## src/verilog/flash_dump_pkg.sv

```systemverilog
// ----------------------------------------------------------------------
// constants and bus structs shared by the flash dump blocks
// BIT_CYCLES truncates, so the baud rate is about 0.2 % fast
// ----------------------------------------------------------------------

`default_nettype none

package flash_dump_pkg;

	// clocks
	localparam int CLK_HZ     = 27_000_000;
	localparam int BAUD       = 115_200;
	localparam int BIT_CYCLES = CLK_HZ / BAUD;

	// sizes
	localparam int WORD_BITS  = 8;
	localparam int ADDR_WORDS = 3;
	localparam int ADDR_BITS  = ADDR_WORDS * WORD_BITS;

	// flash read opcode, no dummy cycles
	localparam logic [WORD_BITS - 1:0] READ_CMD = 8'h03;

	// console
	localparam int GAP_CYCLES = 1000;
	localparam int LINE_CHARS = 45;

	typedef struct packed {
		logic [ADDR_BITS - 1:0] addr;
	} flash_req_t;

	// one console line worth of payload
	typedef struct packed {
		logic [ADDR_BITS - 1:0] addr;
		logic [WORD_BITS - 1:0] data;
	} dump_item_t;

	typedef struct packed {
		logic sclk;
		logic cs_n;
		logic mosi;
	} spi_out_t;

endpackage

`default_nettype wire

```

## src/verilog/spi_flash_reader.sv

```systemverilog
// ----------------------------------------------------------------------
// SPI mode 0 single-byte read, sclk at half of clk27
// miso must be valid at the rising sclk, rd_data holds while rd_ack high
// ----------------------------------------------------------------------

`timescale 1ns/1ps
`default_nettype none

module spi_flash_reader (
	input wire clk27,
	input wire rst,

	// request channel
	input wire rd_req,
	input wire flash_dump_pkg::flash_req_t rd_addr,
	output logic rd_ack,
	output logic [flash_dump_pkg::WORD_BITS - 1:0] rd_data,

	// flash pins
	output flash_dump_pkg::spi_out_t spi,
	input wire miso
);

	typedef enum logic [1:0] {
		r_idle,
		r_shift,
		r_latch,
		r_ack
	} rd_state_t;

	rd_state_t state;

	// command, address and the read byte share one shift register
	logic [(flash_dump_pkg::ADDR_WORDS + 2) * flash_dump_pkg::WORD_BITS - 1:0] shreg;
	logic [5:0] bit_cnt;

	// ------------------------------------------------------------------
	// control and pins
	// ------------------------------------------------------------------
	always_ff @(posedge clk27 or posedge rst) begin
		if (rst) begin
			state <= r_idle;
			bit_cnt <= '0;
			rd_ack <= 1'b0;
			spi.sclk <= 1'b0;
			spi.cs_n <= 1'b1;
			spi.mosi <= 1'b0;
		end else begin
			case (state)
				r_idle: begin
					if (rd_req) begin
						spi.cs_n <= 1'b0;
						// first opcode bit set up before the first rising sclk
						spi.mosi <= flash_dump_pkg::READ_CMD[flash_dump_pkg::WORD_BITS - 1];
						bit_cnt <= '0;
						state <= r_shift;
					end
				end

				r_shift: begin
					if (!spi.sclk) begin
						spi.sclk <= 1'b1;
					end else begin
						// falling edge, next bit was shifted up at the rising edge
						spi.sclk <= 1'b0;
						spi.mosi <= shreg[$high(shreg)];
						if (bit_cnt == 6'($bits(shreg) - 1)) begin
							spi.cs_n <= 1'b1;
							state <= r_latch;
						end else begin
							bit_cnt <= bit_cnt + 6'd1;
						end
					end
				end

				r_latch: begin
					rd_ack <= 1'b1;
					state <= r_ack;
				end

				r_ack: begin
					if (!rd_req) begin
						rd_ack <= 1'b0;
						state <= r_idle;
					end
				end

				default: state <= r_idle;
			endcase
		end
	end

	// ------------------------------------------------------------------
	// data path
	// ------------------------------------------------------------------
	always_ff @(posedge clk27) begin
		if (state == r_idle && rd_req) begin
			shreg <= {flash_dump_pkg::READ_CMD, rd_addr.addr,
				{flash_dump_pkg::WORD_BITS{1'b0}}};
		end else if (state == r_shift && !spi.sclk) begin
			// sample miso as sclk rises
			shreg <= {shreg[$high(shreg) - 1:0], miso};
		end

		if (state == r_latch)
			rd_data <= shreg[flash_dump_pkg::WORD_BITS - 1:0];
	end

	// no clock pulses may reach a deselected flash
	sclk_idle_when_deselected: assert property (
		@(posedge clk27) disable iff (rst)
		spi.cs_n |-> !spi.sclk
	);

endmodule

`default_nettype wire

```

## src/verilog/uart_tx.sv

```systemverilog
// ----------------------------------------------------------------------
// 8N1 transmitter, LSB first, one character per req/ack transaction
// ----------------------------------------------------------------------

`timescale 1ns/1ps
`default_nettype none

module uart_tx (
	input wire clk27,
	input wire rst,

	input wire char_req,
	input wire [flash_dump_pkg::WORD_BITS - 1:0] char,
	output logic char_ack,

	output logic serial_tx
);

	typedef enum logic [1:0] {
		tx_idle,
		tx_send,
		tx_ack
	} tx_state_t;

	tx_state_t state;

	logic [$clog2(flash_dump_pkg::BIT_CYCLES) - 1:0] baud_cnt;
	logic [3:0] bit_cnt;

	// stop bit, data, start bit; all ones when idle
	logic [flash_dump_pkg::WORD_BITS + 1:0] frame;

	assign serial_tx = frame[0];

	always_ff @(posedge clk27 or posedge rst) begin
		if (rst) begin
			state <= tx_idle;
			baud_cnt <= '0;
			bit_cnt <= '0;
			frame <= '1;
			char_ack <= 1'b0;
		end else begin
			case (state)
				tx_idle: begin
					if (char_req) begin
						frame <= {1'b1, char, 1'b0};
						baud_cnt <= '0;
						bit_cnt <= '0;
						state <= tx_send;
					end
				end

				tx_send: begin
					if (baud_cnt == $bits(baud_cnt)'(flash_dump_pkg::BIT_CYCLES - 1)) begin
						baud_cnt <= '0;
						frame <= {1'b1, frame[$high(frame):1]};
						// ack once the stop bit has run its full length
						if (bit_cnt == 4'(flash_dump_pkg::WORD_BITS + 1)) begin
							char_ack <= 1'b1;
							state <= tx_ack;
						end else begin
							bit_cnt <= bit_cnt + 4'd1;
						end
					end else begin
						baud_cnt <= baud_cnt + 1'b1;
					end
				end

				tx_ack: begin
					if (!char_req) begin
						char_ack <= 1'b0;
						state <= tx_idle;
					end
				end

				default: state <= tx_idle;
			endcase
		end
	end

	// requester keeps the character steady until the frame is done
	char_stable_during_req: assert property (
		@(posedge clk27) disable iff (rst)
		(char_req && !char_ack) |=> (!char_req || char_ack || $stable(char))
	);

endmodule

`default_nettype wire

```

## src/verilog/line_formatter.sv

```systemverilog
// ----------------------------------------------------------------------
// prints one address/data item as a 45 character line
// line_item must stay stable while line_req is high
// ----------------------------------------------------------------------

`timescale 1ns/1ps
`default_nettype none

module line_formatter (
	input wire clk27,
	input wire rst,

	// item from the sequencer
	input wire line_req,
	input wire flash_dump_pkg::dump_item_t line_item,
	output logic line_ack,

	// characters to the transmitter
	output logic char_req,
	output logic [flash_dump_pkg::WORD_BITS - 1:0] char,
	input wire char_ack
);

	typedef enum logic [3:0] {
		f_idle,
		f_addr,
		f_addr_sep,
		f_colon,
		f_raw,
		f_space,
		f_bin,
		f_hex_pfx,
		f_hex,
		f_eol,
		f_done
	} field_t;

	field_t field;
	field_t next_field;

	// character index inside the current field
	logic [4:0] pos;
	logic last_pos;
	logic [3:0] nibble;

	// ------------------------------------------------------------------
	// field sequencing
	// ------------------------------------------------------------------
	always_comb begin
		case (field)
			f_addr: last_pos = (pos == 5'(flash_dump_pkg::ADDR_BITS - 1));
			f_colon, f_hex, f_eol: last_pos = (pos == 5'd1);
			f_bin: last_pos = (pos == 5'(flash_dump_pkg::WORD_BITS - 1));
			f_hex_pfx: last_pos = (pos == 5'd2);
			default: last_pos = 1'b1;
		endcase

		case (field)
			f_addr: next_field = f_colon;
			f_colon: next_field = f_raw;
			f_raw: next_field = f_space;
			f_space: next_field = f_bin;
			f_bin: next_field = f_hex_pfx;
			f_hex_pfx: next_field = f_hex;
			f_hex: next_field = f_eol;
			default: next_field = f_done;
		endcase
	end

	always_ff @(posedge clk27 or posedge rst) begin
		if (rst) begin
			field <= f_idle;
			pos <= '0;
			char_req <= 1'b0;
			line_ack <= 1'b0;
		end else begin
			case (field)
				f_idle: begin
					if (line_req) begin
						field <= f_addr;
						pos <= '0;
						char_req <= 1'b1;
					end
				end

				f_done: begin
					if (!line_req) begin
						line_ack <= 1'b0;
						field <= f_idle;
					end
				end

				default: begin
					if (char_req) begin
						if (char_ack)
							char_req <= 1'b0;
					end else if (!char_ack) begin
						// previous character fully acknowledged
						if (field == f_addr_sep) begin
							field <= f_addr;
							char_req <= 1'b1;
						end else if (!last_pos) begin
							pos <= pos + 5'd1;
							char_req <= 1'b1;
							// "_" after each of the first two address bytes
							if (field == f_addr && pos[2:0] == 3'd7)
								field <= f_addr_sep;
						end else begin
							field <= next_field;
							pos <= '0;
							if (field == f_eol)
								line_ack <= 1'b1;
							else
								char_req <= 1'b1;
						end
					end
				end
			endcase
		end
	end

	// ------------------------------------------------------------------
	// character select
	// ------------------------------------------------------------------
	always_comb begin
		nibble = (pos == 5'd0) ? line_item.data[7:4] : line_item.data[3:0];

		case (field)
			f_addr: char = line_item.addr[flash_dump_pkg::ADDR_BITS - 1 - pos] ? "1" : "0";
			f_addr_sep: char = "_";
			f_colon: char = (pos == 5'd0) ? ":" : " ";
			f_raw: char = line_item.data;
			f_space: char = " ";
			f_bin: char = line_item.data[flash_dump_pkg::WORD_BITS - 1 - pos] ? "1" : "0";
			f_hex_pfx: char = (pos == 5'd0) ? " " : (pos == 5'd1) ? "0" : "x";
			// upper-case hex digit
			f_hex: char = (nibble < 4'd10) ? 8'h30 + 8'(nibble) : 8'h37 + 8'(nibble);
			f_eol: char = (pos == 5'd0) ? 8'h0d : 8'h0a;
			default: char = 8'h00;
		endcase
	end

endmodule

`default_nettype wire

```

## src/verilog/dump_sequencer.sv

```systemverilog
// ----------------------------------------------------------------------
// gap, flash read, line print, next address; address wraps at 24 bits
// ----------------------------------------------------------------------

`timescale 1ns/1ps
`default_nettype none

module dump_sequencer (
	input wire clk27,
	input wire rst,

	// flash read channel
	output logic rd_req,
	output flash_dump_pkg::flash_req_t rd_addr,
	input wire rd_ack,
	input wire [flash_dump_pkg::WORD_BITS - 1:0] rd_data,

	// line print channel
	output logic line_req,
	output flash_dump_pkg::dump_item_t line_item,
	input wire line_ack
);

	typedef enum logic [2:0] {
		s_gap,
		s_read,
		s_read_end,
		s_line,
		s_line_end
	} seq_state_t;

	seq_state_t state;
	logic [$clog2(flash_dump_pkg::GAP_CYCLES) - 1:0] gap_cnt;

	// rd_addr doubles as the address counter
	always_ff @(posedge clk27 or posedge rst) begin
		if (rst) begin
			state <= s_gap;
			gap_cnt <= '0;
			rd_req <= 1'b0;
			line_req <= 1'b0;
			rd_addr <= '0;
		end else begin
			case (state)
				s_gap: begin
					if (gap_cnt == $bits(gap_cnt)'(flash_dump_pkg::GAP_CYCLES - 1)) begin
						gap_cnt <= '0;
						rd_req <= 1'b1;
						state <= s_read;
					end else begin
						gap_cnt <= gap_cnt + 1'b1;
					end
				end
				s_read: begin
					if (rd_ack) begin
						rd_req <= 1'b0;
						state <= s_read_end;
					end
				end
				s_read_end: begin
					if (!rd_ack) begin
						line_req <= 1'b1;
						state <= s_line;
					end
				end
				s_line: begin
					if (line_ack) begin
						line_req <= 1'b0;
						state <= s_line_end;
					end
				end
				s_line_end: begin
					if (!line_ack) begin
						rd_addr.addr <= rd_addr.addr + 1'b1;
						state <= s_gap;
					end
				end
				default: state <= s_gap;
			endcase
		end
	end

	// byte and address captured together while rd_data is valid
	always_ff @(posedge clk27) begin
		if (state == s_read && rd_ack) begin
			line_item.addr <= rd_addr.addr;
			line_item.data <= rd_data;
		end
	end

	// reads and prints never overlap
	one_channel_active: assert property (
		@(posedge clk27) disable iff (rst)
		!(rd_req && line_req)
	);

endmodule

`default_nettype wire

```

## src/verilog/flash_dump_top.sv

```systemverilog
// ----------------------------------------------------------------------
// flash to console dump, 115200 8N1 from a 27 MHz clock
// ----------------------------------------------------------------------

`timescale 1ns/1ps
`default_nettype none

module flash_dump_top (
	input wire clk27,
	input wire rst,

	// flash pins
	output wire flash_dump_pkg::spi_out_t spi,
	input wire miso,

	// console
	output wire serial_tx
);

	// ------------------------------------------------------------------
	// channels
	// ------------------------------------------------------------------
	wire rd_req;
	wire rd_ack;
	wire flash_dump_pkg::flash_req_t rd_addr;
	wire [flash_dump_pkg::WORD_BITS - 1:0] rd_data;

	wire line_req;
	wire line_ack;
	wire flash_dump_pkg::dump_item_t line_item;

	wire char_req;
	wire char_ack;
	wire [flash_dump_pkg::WORD_BITS - 1:0] tx_char;

	// ------------------------------------------------------------------
	// blocks
	// ------------------------------------------------------------------
	dump_sequencer u_sequencer (
		.clk27(clk27), .rst(rst),
		.rd_req(rd_req), .rd_addr(rd_addr), .rd_ack(rd_ack), .rd_data(rd_data),
		.line_req(line_req), .line_item(line_item), .line_ack(line_ack)
	);

	spi_flash_reader u_reader (
		.clk27(clk27), .rst(rst),
		.rd_req(rd_req), .rd_addr(rd_addr), .rd_ack(rd_ack), .rd_data(rd_data),
		.spi(spi), .miso(miso)
	);

	line_formatter u_formatter (
		.clk27(clk27), .rst(rst),
		.line_req(line_req), .line_item(line_item), .line_ack(line_ack),
		.char_req(char_req), .char(tx_char), .char_ack(char_ack)
	);

	uart_tx u_uart (
		.clk27(clk27), .rst(rst),
		.char_req(char_req), .char(tx_char), .char_ack(char_ack),
		.serial_tx(serial_tx)
	);

endmodule

`default_nettype wire

```

## config.mk

```make
export PLATFORM = sky130hd
export DESIGN_NAME = flash_dump_top
export DESIGN_NICKNAME = d
export VERILOG_FILES = /design/src/verilog/flash_dump_pkg.sv /design/src/verilog/spi_flash_reader.sv /design/src/verilog/uart_tx.sv /design/src/verilog/line_formatter.sv /design/src/verilog/dump_sequencer.sv /design/src/verilog/flash_dump_top.sv
export SDC_FILE = /design/constraint.sdc
export NUM_CORES = 1
export LEC_CHECK = 0
export ABC_AREA = 1
export ABC_CLOCK_PERIOD_IN_PS = 3100
export BUFFER_PORTS_ARGS = -buffer_cell sky130_fd_sc_hd__buf_4
export CORE_ASPECT_RATIO = 1.4
export CORE_MARGIN = 4
export CORE_UTILIZATION = 50
export CTS_CLUSTER_DIAMETER = 120
export DETAILED_ROUTE_END_ITERATION = 8
export PLACE_DENSITY = 0.65
export SLEW_MARGIN = 10
export SYNTH_ARGS = -nofsm -noshare
export SYNTH_HDL_FRONTEND = slang
export SYNTH_SLANG_ARGS = --single-unit
```

## constraint.sdc

```tcl
create_clock -name clk27 -period 3.1 [get_ports clk27]
set_clock_uncertainty 0.2 [all_clocks]
set_input_delay 0.31 -clock clk27 [delete_from_list [all_inputs] [get_ports clk27]]
set_output_delay 0.31 -clock clk27 [all_outputs]
set_load 0.01 [all_outputs]
```

==> flow_summary.toml, run 1 <==
[yosys]
ys_ff_latch = 166
synth_nets = 894
synthTopCellsByArea = "edfxtp_1 24%, dfrtp_1 24%, nand2_1 7.9%, inv_1 5.6%, dfxtp_1 4.0%"
ys_seq_area_frac = 0.547
synth_top_family_by_area = "simple AND/OR/NAND/NOR gates"
synth-simple-area-share = 0.211
muxShareOfSynthArea = 0
synth_compound_area_frac = 0.107
async_flop_share = 0.518
yosys.area.top_type = "edfxtp_1"
ys.warnings.count = 0
yosys.area.top_type_share = 0.239
synth-edff-count = 64
synth_flop_cell = "dfrtp_1"
synth_fa_ha_area_frac = 0.0295
synthDistinctLibCells = 47
syn_inst = 872
synth_xor_area_frac = 0.0381
syn-cell-area_mm2 = 0.00805
syn_avg_cell_area_um2 = 9.24

[global_routing]
grt-ovfl-total = 0
grt_pass1_wl_um = 27200
antenna_found_initial = 0
grt_pass1_vias = 5716
grt_start_max_net_pins = 54
track_usage = 0.189

[clocking]
clk_pin_slew_ns = 0.06
htreeDepth = 4
cts_setup_buffers = 0
root_buffer = "clkbuf_16"
cts_made_buffers = 17
post_cts_resized = 0
cts_tree = "yes"
worstSkewPairLatency_ns = 0.43
cts_buffer_depth = 2
cts.sinks = 166

[timing]
rsz0062_at_grt = "false"
tightest_slew_ns = 0.607
setup_ws_ns = 0.541
tns_ns = 0
relSlewSlack = 0.595
fin_crit_sh = 0.826
maxClockFrequency_ghz = 0.391
hold_viol_final = 0
setup_viol = 0
post-route-min-period_ns = 2.56
slew_viol_final = 0

[pwr]
p_total_uw = 4290
p_leak_uw = 0.00381
ir_drop_uv = 319
p_per_area_mw_per_mm2 = 480

[min_path]
hold_start = "u_reader.rd_data[2]"
min_to = "u_sequencer.line_item[2]"
whs_path_depth = 0
hp-class = "flip-flop to flip-flop"

[drt]
antenna_left = 0
dr.pass1.iters = 4
drt-total-wl_um = 15600
drc = 0
vias = 5754
drt_iter0_markers = 183
avgRoutedWirePerCell_um = 14.1
vias_per_cell = 5.22

[worst_setup_path]
arrival_ns = 2.72
max_stage_delay_ns = 0.60
start_kind = "flip-flop"
reg2reg_depth = 15
path_cells = "clkinv_1 > ha_1 > inv_1 > nor2_1 > nand2_2 > nand2_1 > o21ai_1 > nand2_1 > nand2_1 > nand3_1 > nand2_1 > inv_1 > nand2_1 > nand2_1 > a21oi_1"
worstSetupPathType = "flip-flop to flip-flop"
cp_slowest_cell = "dfrtp_1"
ff2ff_setup_slack_ns = 0.54
end_kind = "flip-flop"
required_ns = 3.26
reg2reg_from = "u_formatter.pos[1]"
r2r-end = "u_uart.frame[1]"
cp_max_fo = 14
cp_common_cell = "nand2_1"

[finish]
diodes = 0
syn_to_final_growth_pct = 11.0
drive_gt1_frac = 0.106
finalNetCount = 916
final_cells = 1103

[status]
status = "finished clean"

[floorplan]
core.rowCount = 54
die_width_um = 115
start_util = 0.514
die-area_mm2 = 0.0182
fp.coreArea_mm2 = 0.0157
pin_count = 7
die_h_um = 158

[place]
dp_slack_ns = 0.581
dp_hpwl_um = 11300
numPlacedInstances = 1069
io_buffers = 6
place_congestion = 0.930

[flow_run]
drv_cap = 0
cells in the mapped netlist (2+ instances only):
cell type and instances:
nor3_1 23, nor2_2 6, a22o_1 4, nor2_1 79, a22oi_1 3, o31ai_1 8, dfxtp_1 16, nor4_1 9
inv_1 121, nand4_1 10, edfxtp_1 64, nor3_4 3, o21ai_0 55, nand3_2 4, nor3b_1 5, o22ai_1 17
nand2_4 3, nor3_2 2, a32o_1 2, clkinv_1 2, dfstp_2 10, xor2_1 33, o21ai_1 5, buf_2 6
dfrtp_1 76, ha_1 19, o211ai_1 5, inv_2 7, o21ai_2 3, nand2_2 2, nand3b_1 2, a21oi_1 39
xnor2_1 2, nor2_4 6, clkbuf_1 6, nand2_1 170, nand3_1 35
logic make-up (layout without fill, tap and decap cells):
kind of cell             after synthesis  count (layout)
XOR/XNOR                              35              35
AO/OA/AOI/OAI                        146             146
flip-flops                           166             166
buffers and inverters                143             178
AND/OR/NAND/NOR                      363             363
adder cells (fa/ha/maj)               19              19
critical path, delay by kind of cell (launching register included):
| family | cells | cell delay (ns) |
|---|---|---|
| AO/OA/AOI/OAI | 2 | 0.28 |
| AND/OR/NAND/NOR | 9 | 0.71 |
| adder cells (fa/ha/maj) | 1 | 0.27 |
| flip-flops | 1 | 0.60 |
| buffers and inverters | 3 | 0.43 |
through the flow:
step / hold WS [ns] / utilization / area, um^2
floorplan: 0.200 / - / 8050
global placement: 0.204 / 0.534 / 8360
detailed placement: 0.205 / 0.534 / 8360
CTS: 0.220 / 0.571 / 8940
global route: 0.223 / 0.571 / 8940
finish: 0.220 / 0.571 / 8940
metal layers:
| layer | vias up | GRT usage | part of all wire |
|---|---|---|---|
| met5 | - | 0 | 0 |
| met4 | 0 | 0.0889 | 0.031 |
| met3 | 42 | 0.0359 | 0.028 |
| met2 | 88 | 0.326 | 0.51 |
| met1 | 2688 | 0.226 | 0.43 |
| li1 | 2936 | - | - |
layout by cell type, fill, tap and decap left out, types with 7 or more instances in the layout:
master / Yosys / layout
a21oi_1: 39 / 39
buf_4: 0 / 13
clkbuf_16: 0 / 19
dfrtp_1: 76 / 76
dfstp_2: 10 / 10
dfxtp_1: 16 / 16
edfxtp_1: 64 / 64
ha_1: 19 / 19
inv_1: 121 / 120
inv_2: 7 / 7
nand2_1: 170 / 170
nand3_1: 35 / 35
nand4_1: 10 / 10
nor2_1: 79 / 78
nor2_2: 6 / 7
nor3_1: 23 / 23
nor4_1: 9 / 9
o21ai_0: 55 / 55
o22ai_1: 17 / 17
o31ai_1: 8 / 8
xor2_1: 33 / 33
worst max-delay path by stage:
stage | start | end | slack (ns) | cells past startpoint
3_5_place_dp | u_formatter.pos[1] | u_uart.frame[1] | 0.58 | 15
6_report | u_formatter.pos[1] | u_uart.frame[1] | 0.54 | 15
2_1_floorplan | rst | u_formatter.char_req | 0.38 | 1
5_1_grt | u_formatter.pos[1] | u_uart.frame[1] | 0.22 | 15
3_3_place_gp | u_formatter.pos[1] | u_uart.frame[1] | 0.63 | 15
4_1_cts | u_formatter.pos[1] | u_uart.frame[1] | 0.56 | 15
final cells by class:
cell class	count	area, um^2
Sequential cell	166	4410
Clock inverter	9	68.8
Clock buffer	23	490
Fill cell	1401	6730
Timing Repair Buffer	16	138
Inverter	130	489
Tap cell	196	245
Multi-Input combinational cell	563	3110
state kept, by name, indices dropped and copies added, names as in the netlist, 3 cells and up:
name,count
u_sequencer.state,3
u_reader.rd_data,8
u_sequencer.gap_cnt,10
u_sequencer.line_item,32
u_reader.shreg,40
u_uart.bit_cnt,4
u_formatter.field,4
u_reader.spi,3
u_formatter.pos,5
u_reader.bit_cnt,6
u_sequencer.rd_addr,24
u_uart.frame,9
u_uart.baud_cnt,8
report_power, final:
group	total (uW)	leakage (uW)	internal [uW]	switching (uW)
logic	29.0	0.00183	5.97	23.0
clock network	2000	0.000268	1130	874
registers	2270	0.00171	2270	0
repair_timing:
| action | 4_1_cts | 5_1_grt |
|---|---|---|
| hold endpoints to repair | 33 | 0 |
| hold buffers | 2 | 0 |
| setup endpoints to repair | 0 | 0 |
No activity file was read; power rests on OpenSTA's default activity.
==> inputs of run 2 (changes only) <==
--- a/config.mk
+++ b/config.mk
@@ -6,7 +6,7 @@
 export NUM_CORES = 1
 export LEC_CHECK = 0
 export ABC_AREA = 1
-export ABC_CLOCK_PERIOD_IN_PS = 3100
+export ABC_CLOCK_PERIOD_IN_PS = 2500
 export BUFFER_PORTS_ARGS = -buffer_cell sky130_fd_sc_hd__buf_4
 export CORE_ASPECT_RATIO = 1.4
 export CORE_MARGIN = 4
==> constraint.sdc (replaced) <==
create_clock -name clk27 -period 2.5 [get_ports clk27]
set_clock_uncertainty 0.2 [all_clocks]
set_input_delay 0.25 -clock clk27 [delete_from_list [all_inputs] [get_ports clk27]]
set_output_delay 0.25 -clock clk27 [all_outputs]
set_load 0.01 [all_outputs]
==> flow_summary.toml, run 2 (synthesized netlist as in run 1, its figures left out) <==
[worst_setup_path]
cp_top_family = "simple AND/OR/NAND/NOR gates"
worstSetupPathType = "flip-flop to flip-flop"
crit_buf_inv = 2
end_kind = "flip-flop"
cp_max_fo = 8
cp_slowest_cell = "dfrtp_1"
required_ns = 2.64
ff2ff_setup_slack_ns = 0.32
start_kind = "flip-flop"
r2r-end = "u_reader.bit_cnt[5]"
path_depth = 11
max_stage_delay_ns = 0.37
reg2reg_from = "u_reader.state[1]"
path_cells = "inv_1 > ha_1 > inv_2 > or2_4 > o21ai_2 > a21oi_4 > o21ai_2 > nor3_2 > nand2_1 > nand2_1 > nor3b_1"
reg2reg_depth = 11
arrival_ns = 2.32

[finish]
top_register = "u_reader.shreg"
largest_reg_flops = 40
reg.largest.list = "u_reader.shreg x40, u_sequencer.line_item x32, u_sequencer.rd_addr x24"
drive_gt1_frac = 0.113
final_common_cell = "nand2_1"
final_cell_mix = "170 x nand2_1, 120 x inv_1, 78 x nor2_1"
finalNetCount = 922
diodes = 0
syn_to_final_growth_pct = 11.6
fin_area_mm2 = 0.00899

[place]
dp_hpwl_um = 11500
io_buffers = 6
dp_slack_ns = 0.295
place_congestion = 0.946
placed_area_mm2 = 0.00844

[status]
status = "finished clean"

[flow_run]
drv_cap = 0

[drt]
dr.pass1.iters = 5
vias = 5804
drt_iter0_markers = 278
drc = 0
vias_per_cell = 5.23
antenna_left = 0
avgRoutedWirePerCell_um = 14.0
drt-total-wl_um = 15600

[global_routing]
antenna_found_initial = 0
track_usage = 0.186
grt_pass1_wl_um = 26700
grt-ovfl-total = 0
grt_start_max_net_pins = 80
grt_pass1_vias = 5677

[timing]
slew_viol_final = 0
setup_ws_ns = 0.319
relSlewSlack = 0.656
post-route-min-period_ns = 2.18
maxClockFrequency_ghz = 0.459
fin_crit_sh = 0.872
rsz0062_at_grt = "false"
whs_ns = 0.109
setup_viol = 0
hold_viol_final = 0
tightest_slew_ns = 0.513
tns_ns = 0

[clocking]
cts_tree = "yes"
clk_pin_slew_ns = 0.07
cts_made_buffers = 17
cts.sinks = 166
cts_buffer_depth = 2
worstSkewPairLatency_ns = 0.43
cts_setup_buffers = 0
post_cts_resized = 0
htreeDepth = 4
root_buffer = "clkbuf_16"

[floorplan]
fp.coreArea_mm2 = 0.0157
die-area_mm2 = 0.0182
pin_count = 7
core.rowCount = 54
die_width_um = 115
die_h_um = 158
start_util = 0.514

[pwr]
p_leak_uw = 0.00383
p_per_area_mw_per_mm2 = 579
ir_drop_uv = 449
p_total_uw = 5210

[min_path]
hp-class = "input pin to async pin"
## run 2: cell count changes in the layout (fill, tap and decap cells not counted), sizes merged
cell      delta
buf          +6
clkbuf       -5
clkinv       +2
clkinvlp     +1
inv          +2
## run 2: metrics by stage
stage / std cells / utilization
6_report: 1109 / 0.574
5_1_grt: 1109 / 0.574
4_1_cts: 1109 / 0.574
3_5_place_dp: 1075 / 0.538
3_3_place_gp: 1075 / 0.538
2_1_floorplan: 872 / -
## run 2: worst max-delay path by stage
stage / startpoint / endpoint / slack [ns]
after floorplan: u_reader.state[1] / u_reader.shreg[10] / 0.21
after global placement: u_formatter.pos[0] / u_uart.frame[1] / 0.39
after detailed placement: u_reader.state[1] / u_reader.bit_cnt[5] / 0.29
after CTS: u_reader.state[1] / u_reader.bit_cnt[5] / 0.30
after global routing: u_reader.state[1] / u_reader.bit_cnt[5] / 0.06
final: u_reader.state[1] / u_reader.bit_cnt[5] / 0.32
## run 2: routing by layer
| metal | vias to the layer above | wire length (um) | GRT usage |
|---|---|---|---|
| li1 | 2956 | - | - |
| met1 | 2730 | 6550 | 0.218 |
| met2 | 90 | 8220 | 0.330 |
| met3 | 28 | 435 | 0.0363 |
| met4 | 0 | 367 | 0.0789 |
| met5 | - | 0 | 0 |
## run 2: timing repair
item	in CTS	in global routing
setup endpoints to repair	0	0
hold buffers	2	0
hold endpoints to repair	78	0
## run 2: area by class of cell
| type | count | area (um^2) |
|---|---|---|
| repair buffers | 22 | 208 |
| multi-input cells | 563 | 3110 |
| clock buffers | 18 | 429 |
| flip-flops and latches | 166 | 4410 |
| inverters | 130 | 492 |
| fillers | 1396 | 6690 |
| clock inverters | 14 | 104 |
| well taps | 196 | 245 |
## run 2: worst register-to-register path: stages, from the launching register on
cell and delay (ns):
dfrtp_1 0.37, inv_1 0.09, ha_1 0.22, inv_2 0.14, or2_4 0.16, o21ai_2 0.07
a21oi_4 0.19, o21ai_2 0.15, nor3_2 0.16, nand2_1 0.09, nand2_1 0.06, nor3b_1 0.18
## run 2: power breakdown
group	switching, uW	internal (uW)	leakage, uW	total (uW)
logic	28.3	7.59	0.00186	35.9
clock network	1080	1280	0.000259	2360
registers	0	2810	0.00171	2810
==> inputs of run 3 (changes only) <==
--- a/config.mk
+++ b/config.mk
@@ -17,4 +17,5 @@
 export SLEW_MARGIN = 10
 export SYNTH_ARGS = -nofsm -noshare
 export SYNTH_HDL_FRONTEND = slang
+export SYNTH_HIERARCHICAL = 1
 export SYNTH_SLANG_ARGS = --single-unit
==> flow_summary.toml, run 3 <==
[status]
status = "finished clean"

[yosys]
async_flop_share = 0.518
yosys.area.top_type = "edfxtp_1"
ys_seq_area_frac = 0.512
syn_inst = 1040
yosysMostFrequentCell = "nand2_1"
synth_flop_cell = "dfrtp_1"
synthDistinctLibCells = 42
yosys-top-cells-count = "305 x nand2_1, 119 x nor2_1, 108 x nand3_1, 101 x inv_1, 76 x dfrtp_1"
synthTopCellsByArea = "edfxtp_1 22%, dfrtp_1 22%, nand2_1 13%, nand3_1 6.3%, nor2_1 5.2%"
synth-edff-count = 64
syn-cell-area_mm2 = 0.00860
ys.warnings.count = 6
yosys.area.top_type_share = 0.223
synth_nets = 1061
syn_avg_cell_area_um2 = 8.27
ys_ff_latch = 166

[place]
dp_slack_ns = 0.272
placed_area_mm2 = 0.00889
io_buffers = 6
place_congestion = 0.948
dp_hpwl_um = 12200

[worst_setup_path]
cp_slowest_cell = "dfrtp_1"
cp_max_fo = 11
start_kind = "flip-flop"
cp_common_cell = "nand2_1"
required_ns = 2.66
end_kind = "flip-flop"
max_stage_delay_ns = 0.41
ff2ff_setup_slack_ns = 0.39
arrival_ns = 2.27
worstSetupPathType = "flip-flop to flip-flop"
path_cells = "nor2_1 > nand3_2 > o21ai_1 > nand2_1 > nand2_1 > nand2_1 > o2111ai_1 > nand2_1 > nand2_1 > nand3_1 > nand2_1"

[finish]
fin_area_mm2 = 0.00946
final_common_cell = "nand2_1"
drive_gt1_frac = 0.114
diodes = 0
reg.largest.list = "u_reader/shreg x40, u_sequencer/line_item x32, u_sequencer/rd_addr x24"
top_register = "u_reader/shreg"
syn_to_final_growth_pct = 9.96
finalNetCount = 1077
final_cell_mix = "305 x nand2_1, 118 x nor2_1, 107 x nand3_1"
largest_reg_flops = 40

[timing]
setup_viol = 0
fin_crit_sh = 0.843
relSlewSlack = 0.545
post-route-min-period_ns = 2.11
rsz0062_at_grt = "false"
hold_viol_final = 0
maxClockFrequency_ghz = 0.475
tightest_slew_ns = 0.682
setup_ws_ns = 0.393
whs_ns = 0.223
tns_ns = 0
slew_viol_final = 0

[clocking]
root_buffer = "clkbuf_16"
clk_pin_slew_ns = 0.06
cts_made_buffers = 17
worstSkewPairLatency_ns = 0.42
cts_buffer_depth = 2
htreeDepth = 4
cts.sinks = 166
cts_tree = "yes"
cts_setup_buffers = 0

[floorplan]
pin_count = 7
die_h_um = 163
core.rowCount = 56
start_util = 0.512
die-area_mm2 = 0.0194
fp.coreArea_mm2 = 0.0168
die_width_um = 119

[pwr]
p_per_area_mw_per_mm2 = 558
p_leak_uw = 0.00421
ir_drop_uv = 446
p_total_uw = 5280

[drt]
dr.pass1.iters = 5
drc = 0
drt_iter0_markers = 336
vias = 6522
avgRoutedWirePerCell_um = 13.2
antenna_left = 0
drt-total-wl_um = 16700
vias_per_cell = 5.13

[global_routing]
grt-ovfl-total = 0
antenna_found_initial = 0
grt_pass1_vias = 6335
grt_start_max_net_pins = 38
track_usage = 0.184
grt_pass1_wl_um = 29200

[min_path]
hp-class = "flip-flop to flip-flop"

[flow_run]
drv_cap = 0
[run 3: cell types whose count changed in the layout (fill, tap and decap cells not counted), moves of 8 or more]
cell and change:
nand2_1 +135, nor3_1 -17, nand4_1 +11, a21oi_1 -21, o21ai_0 -10, nor2_1 +40, o31ai_1 -8, xor2_1 -18
nor4_1 -9, inv_1 -19, o22ai_1 -14, nand3_1 +72
[run 3: worst paths after layout]
check / cells after the start / from / end
setup / recovery: 11 / u_formatter/pos[3] / u_uart/frame[6]
hold / removal: 0 / u_reader/rd_data[3] / u_sequencer/line_item[3]
setup reg to reg: 11 / u_formatter/pos[3] / u_uart/frame[6]
hold reg to reg: 0 / u_reader/rd_data[3] / u_sequencer/line_item[3]
max in group asynchronous: 4 / rst / u_uart/frame[2]
min in group asynchronous: 3 / rst / u_reader/spi[0]
[run 3: per-stage QoR]
stage,instances,utilization
after floorplan,1040,-
after global placement,1238,0.529
after detailed placement,1238,0.529
after CTS,1272,0.562
after global routing,1272,0.563
final,1272,0.563
[run 3: worst max-delay path, delay by kind of cell, from the launching register on]
kind / cells / cell delay [ns]
and+or+nand+nor: 9 / 1.10
DFF: 1 / 0.41
AOI/OAI and AO/OA: 2 / 0.33
[run 3: area by class of cell]
cell class,count,area [um^2]
Clock buffer,18,429
Fill cell,1552,7350
Inverter,115,434
Timing Repair Buffer,21,188
Clock inverter,14,119
Sequential cell,166,4410
Multi-Input combinational cell,735,3630
Tap cell,203,254
[run 3: timing repair]
| action | in CTS | in global routing |
|---|---|---|
| hold buffers | 2 | 0 |
| setup endpoints to repair | 0 | 4 |
| hold endpoints to repair | 48 | 0 |
| gates resized for setup | 0 | 1 |
[run 3: cell families (layout without fill, tap and decap cells)]
logic type | after synthesis | count (layout) | share of synthesized area
simple gates | 602 | 602 | 0.311
buf+inv | 139 | 168 | 0.0667
compound gates | 91 | 91 | 0.0589
fa+ha+maj | 18 | 18 | 0.0262
flops | 166 | 166 | 0.512
mux | 1 | 1 | 0.00131
xor+xnor | 23 | 23 | 0.0234
[run 3: metal layers]
layer / track usage / vias up / part of all wire
met1: 0.218 / 3001 / 0.44
met5: 0 / - / 0
li1: - / 3413 / -
met2: 0.321 / 73 / 0.51
met3: 0.0339 / 35 / 0.020
met4: 0.0901 / 0 / 0.032
[run 3: report_power, final]
| group | internal (uW) | switching, uW | leakage [uW] |
|---|---|---|---|
| Clock | 1300 | 1130 | 0.000265 |
| Sequential | 2810 | 0 | 0.00179 |
| Combinational | 8.59 | 30.7 | 0.00215 |
